$ cat config.mk
export PLATFORM = sky130hd
export DESIGN_NAME = mem_arbiter
export DESIGN_NICKNAME = d
export VERILOG_FILES = /design/src/verilog/y86_pkg.sv /design/src/verilog/mem_arbiter.sv
export SDC_FILE = /design/constraint.sdc
export NUM_CORES = 1
export LEC_CHECK = 0
export ABC_AREA = 1
export BUFFER_PORTS_ARGS = -buffer_cell sky130_fd_sc_hd__buf_2
export CAP_MARGIN = 20
export CORE_AREA = 4 4 213 215
export DETAILED_ROUTE_END_ITERATION = 10
export DIE_AREA = 0 0 217 219
export PLACE_DENSITY = 0.4
export SLEW_MARGIN = 20
export SYNTH_ARGS = -nofsm -noshare
export SYNTH_HDL_FRONTEND = slang
export SYNTH_SLANG_ARGS = --single-unit
$ cat constraint.sdc
create_clock -name clk -period 0.8 [get_ports clk]
set_input_delay 0.08 -clock clk [delete_from_list [all_inputs] [get_ports clk]]
set_output_delay 0.08 -clock clk [all_outputs]
set_load 0.02 [all_outputs]
$ cat src/verilog/y86_pkg.sv
//------------------------------------------------------------
// Y86-64 fetch package with opcodes, status codes, the fetch
// record and the feedback and data-port request types.
//------------------------------------------------------------
`default_nettype none

package y86_pkg;

    // Longest Y86-64 instruction in bytes.
    localparam int unsigned INSTR_BYTES = 10;

    typedef enum logic [3:0] {
        I_HALT   = 4'h0,
        I_NOP    = 4'h1,
        I_RRMOVQ = 4'h2, // Also cmovXX, selected by ifun.
        I_IRMOVQ = 4'h3,
        I_RMMOVQ = 4'h4,
        I_MRMOVQ = 4'h5,
        I_OPQ    = 4'h6,
        I_JXX    = 4'h7,
        I_CALL   = 4'h8,
        I_RET    = 4'h9,
        I_PUSHQ  = 4'hA,
        I_POPQ   = 4'hB
    } icode_t;

    typedef enum logic [1:0] {
        AOK = 2'd0,
        HLT = 2'd1,
        ADR = 2'd2,
        INS = 2'd3
    } stat_t;

    typedef struct packed {
        icode_t      icode;
        logic [3:0]  ifun;
        logic [3:0]  rA;
        logic [3:0]  rB;
        logic [63:0] valC;
        logic [63:0] valP;
        logic [63:0] pc;
        stat_t       stat;
    } fetch_rec_t;

    typedef struct packed {
        icode_t      M_icode;
        logic        M_cnd;
        logic [63:0] M_valA;
    } mem_fb_t;

    typedef struct packed {
        icode_t      W_icode;
        logic [63:0] W_valM;
    } wb_fb_t;

    // A read returns the low eight bytes one cycle after its grant.
    typedef struct packed {
        logic        valid;
        logic        write;
        logic [63:0] addr;
        logic [63:0] wdata;
    } dmem_req_t;

endpackage

`default_nettype wire

$ cat src/verilog/mem_arbiter.sv
//------------------------------------------------------------
// Fixed-priority arbiter for the shared memory port, data side
// first, with response routing.
//------------------------------------------------------------
`timescale 1ns/1ps
`default_nettype none

module mem_arbiter (
    input  wire                     clk,
    input  wire                     rst_n,
    input  wire                     ireq,
    input  wire [63:0]              iaddr,
    output logic                    igrant,
    output logic                    irsp_valid,
    output logic [79:0]             irsp_data,
    input  wire y86_pkg::dmem_req_t dmem_req,
    output logic                    drdata_valid,
    output logic [63:0]             drdata,
    output logic                    m_en,
    output logic                    m_we,
    output logic [63:0]             m_addr,
    output logic [63:0]             m_wdata,
    input  wire [79:0]              m_rdata
);

    typedef enum logic [1:0] {
        OWN_NONE,
        OWN_FETCH,
        OWN_DATA
    } owner_t;

    owner_t owner;
    logic   dgrant;

    assign dgrant = dmem_req.valid;
    assign igrant = ireq && !dmem_req.valid;

    assign m_en    = dgrant || igrant;
    assign m_we    = dgrant && dmem_req.write;
    assign m_addr  = dgrant ? dmem_req.addr : iaddr;
    assign m_wdata = dmem_req.wdata;

    // Remember who owns the read that is in flight. Writes return nothing.
    always_ff @(posedge clk)
    begin
        if (!rst_n)
        begin
            owner <= OWN_NONE;
        end
        else if (dgrant)
        begin
            owner <= dmem_req.write ? OWN_NONE : OWN_DATA;
        end
        else if (igrant)
        begin
            owner <= OWN_FETCH;
        end
        else
        begin
            owner <= OWN_NONE;
        end
    end

    assign irsp_valid   = (owner == OWN_FETCH);
    assign irsp_data    = m_rdata;
    assign drdata_valid = (owner == OWN_DATA);
    assign drdata       = m_rdata[63:0];

endmodule

`default_nettype wire

Yosys cells after proc, flatten, opt, wreduce, memory -nomap -nowiden. Cells that the tools add are included.

Register bits: 2. Input port bits: 277. Output and inout bits: 277. Word-level logic and storage cells: 11.

Equal/unequal tests: 2. Mux-type cells: 4. Reduce and logical (&&, ||, !) cells: 4.

Operator list (number): two-way mux 64 bit (1); two-way mux 2 bit (2); equality test 2 x 1 -> 1 bit, second input constant (1); equality test 2 bit, second input constant (1); logical AND 1 bit (2); logical NOT 1 bit (1); logical OR 1 bit (1); two-way mux 1 bit (1).

Logic depth before layout (Yosys ltp).
Word-level depth: 4. Depth in mapped cells: 6. Depth with buffers taken out: 3.

Worst setup path before layout. OpenSTA, ideal clock, no wires.

Kind: input to output. Start point: input dmem_req[129] in the netlist's numbering. End point: output m_addr[12]. Arrival: 705 ps. Data required time: 720 ps. Path slack: 15 ps. Stages on the path: 6. Buffers on the path: 3. Cell sequence: buf_4 > inv_2 > buf_6 > buf_6 > nand2_1 > nand2_1.

Cells in the longest elaborated chain, start to end: 1.

Ends and longest elaborated chain: start: declaration (line mem_arbiter.sv:16) `input wire y86_pkg::dmem_req_t dmem_req,`; two-way mux 64 bit (line mem_arbiter.sv:40) `assign m_addr = dgrant ? dmem_req.addr : iaddr;`; end: declaration (line mem_arbiter.sv:21) `output logic [63:0] m_addr,`.

No other way between the ends.

Worst setup path after layout.
Start point: input dmem_req[129] in the netlist's numbering. End point: output m_addr[58].

Same word-level chain as after synthesis.

==> flow_summary_export.csv <==
group,metric,value,unit
global_routing,grt_pass1_wl,17200,µm
yosys,syn_area,0.00250,mm²
clocking,cts.sinks,2,
yosys,synth.net_count,708,
clocking,htreeDepth,1,
finish,diodes,0,
sta,worst_pin_slew,0.190,ns
yosys,avgSynthCellArea,5.80,µm²
sta,whs,0.0711,ns
die,die_h,219,µm
clocking,tritoncts,"yes",
sta,rsz0062_at_grt,"yes",
global_routing,grt.overflow.total,0,
pwr,ir_drop,723,µV
pwr,switching_share,0.405,
finish,area_delta_synth_final,36.6,%
run_status,violations,"setup timing",
clocking,cts.clk_slew.worst_paths,0.03,ns
sta,tns,-4.09,ns
sta,hold_viol,0,
placement,place_area,0.00263,mm²
detailed_routing,drc,0,
critical_path,path_delay_family,"buffers and inverters",
sta,fin_crit,0.926,ns
sta,max_slew_margin,0.874,
die,rows,77,
finish,top_regs,"owner: 2 flops",
run_status,outcome,"complete, but fails checks",
detailed_routing,antenna_left,0,
die,fp.dieW,217,µm
pwr,p_comb_frac,0.695,
sta,finalCritPeriodShare,1.16,
critical_path,setup.worst_path.start,"dmem_req[129]",
placement,hpwl,10200,µm
critical_path,crit_chain,"buf_12 -> inv_12 -> buf_12 -> clkbuf_16 -> nand2_2 -> nand2_2 -> buf_6",
hold_path,hold_path_class,"in -> reg",
pwr,internal_power,1670,µW
detailed_routing,dr.pass1.iters,4,
clocking,cts_buffer_depth,2,
die,initial_core_util,0.0572,
critical_path,crit_slowest_cell,"clkbuf_16",
sta,final-max-slew-violation-count,0,
global_routing,grt_antenna_before_repair,1,
clocking,cts_root_buffer,"clkbuf_16",
clocking,cts_buffers,3,
detailed_routing,via_count,2438,
critical_path,worst-path-buf-inv,5,
die,die_area,0.0475,mm²
sta,finalWorstSetupSlack,-0.126,ns
die,core-area,0.0437,mm²
detailed_routing,routed_wl,14400,µm
finish,final_common_cell,"buf_2",
finish,fin_area,0.00342,mm²
yosys,ys.warnings.count,0,
global_routing,track_usage,0.0507,
detailed_routing,wire_per_inst,14.1,µm
critical_path,criticalPathCategory,"in -> out",
finish,drive_gt1_frac,0.641,
finish,regMostFlops,"owner",
yosys,syn_inst,431,
critical_path,cp_max_fo,5,
sta,setup_viol_count_final,63,
placement,gp_congestion,0.660,
yosys,ys_seq_elements,2,
job,maxCapViolations,0,
global_routing,grt_start_max_net_pins,25,
finish,largest_reg_flops,2,
finish,layout_common_cells,"buf_2, nand2_1, buf_6",
finish,fin_nets,705,
pwr,power_frac_clock,0.266,
pwr,p_switching,1140,µW
pwr,p_per_area,821,mW/mm²
critical_path,cp.required,0.72,ns
sta,fmax,1080,MHz
placement,io_buffers,201,
pwr,leakagePower,0.00173,µW
hold_path,min_from,"dmem_req[128]",
die,io_pins,554,
yosys,ys_seq_area_frac,0.0160,
global_routing,grt_pass1_vias,2520,
pwr,seq_power_share,0.039,
yosys,yosysUniqueCellTypes,9,
detailed_routing,routed_via_density,2.39,
placement,dp_slack,-0.213,ns
critical_path,crit_arrival,0.85,ns
critical_path,critical_path.max_stage_delay,0.18,ns
finish,postLayoutCoreUtil,0.0781,
critical_path,endpoint_kind,"output port",
detailed_routing,drt-initial-drc-count,117,
critical_path,startpoint_type,"input pin",
what timing repair did:
action,in CTS,in global routing
setup buffers,2,0
hold buffers,0,0
cloned,5,2
setup endpoints to repair,69,69
resized for setup,121,53
pin swaps,2,16
power by group through the flow:
stage / logic [µW] / registers, µW / clock network (µW)
3_5_place_dp: 1390 / 108 / 0
2_1_floorplan: 2240 / 107 / 0
4_1_cts: 1830 / 107 / 755
3_3_place_gp: 1380 / 108 / 0
6_report: 1950 / 109 / 747
5_1_grt: 2100 / 110 / 776
cell usage after synthesis:
library cell	n	area (µm²)
buf_4	210	1580
nor2_1	4	15.0
or2_1	1	6.26
buf_6	7	78.8
buf_2	6	30.0
dfxtp_1	2	40.0
inv_2	1	3.75
inv_1	5	18.8
nand2_1	195	732
metrics by stage:
step                cells  total power, µW
floorplan             431             2350
global placement     1006             1490
detailed placement   1006             1490
CTS                  1016             2690
global route         1018             2990
finish               1018             2800
kinds of logic after synthesis:
group / count (synthesis) / share of synthesized area
AND/OR/NAND/NOR: 200 / 0.301
buffers and inverters: 229 / 0.683
flip-flops: 2 / 0.0160
worst paths after layout:
kind	to	slack, ns	depth (start not counted)
hold / removal	owner[1]$_SDFF_PN0_	0.07	2
setup / recovery	m_addr[58]	-0.13	7
layer usage:
metal	track usage	part of all wire	up-vias
met2	0.0842	0.45	282
met5	0	0	-
met3	0.0278	0.15	111
met1	0.0442	0.30	982
li1	-	-	1063
met4	0.0452	0.092	0
final cells by class:
class                      instances  area [µm²]
tap                              592         741
multi-input combinational        200         896
inverter                           6        35.0
sequential                         2        42.5
fill                            5202       40300
timing repair buffer             215        1630
clock buffer                       3        75.1
No activity file was read; power rests on OpenSTA's default activity.
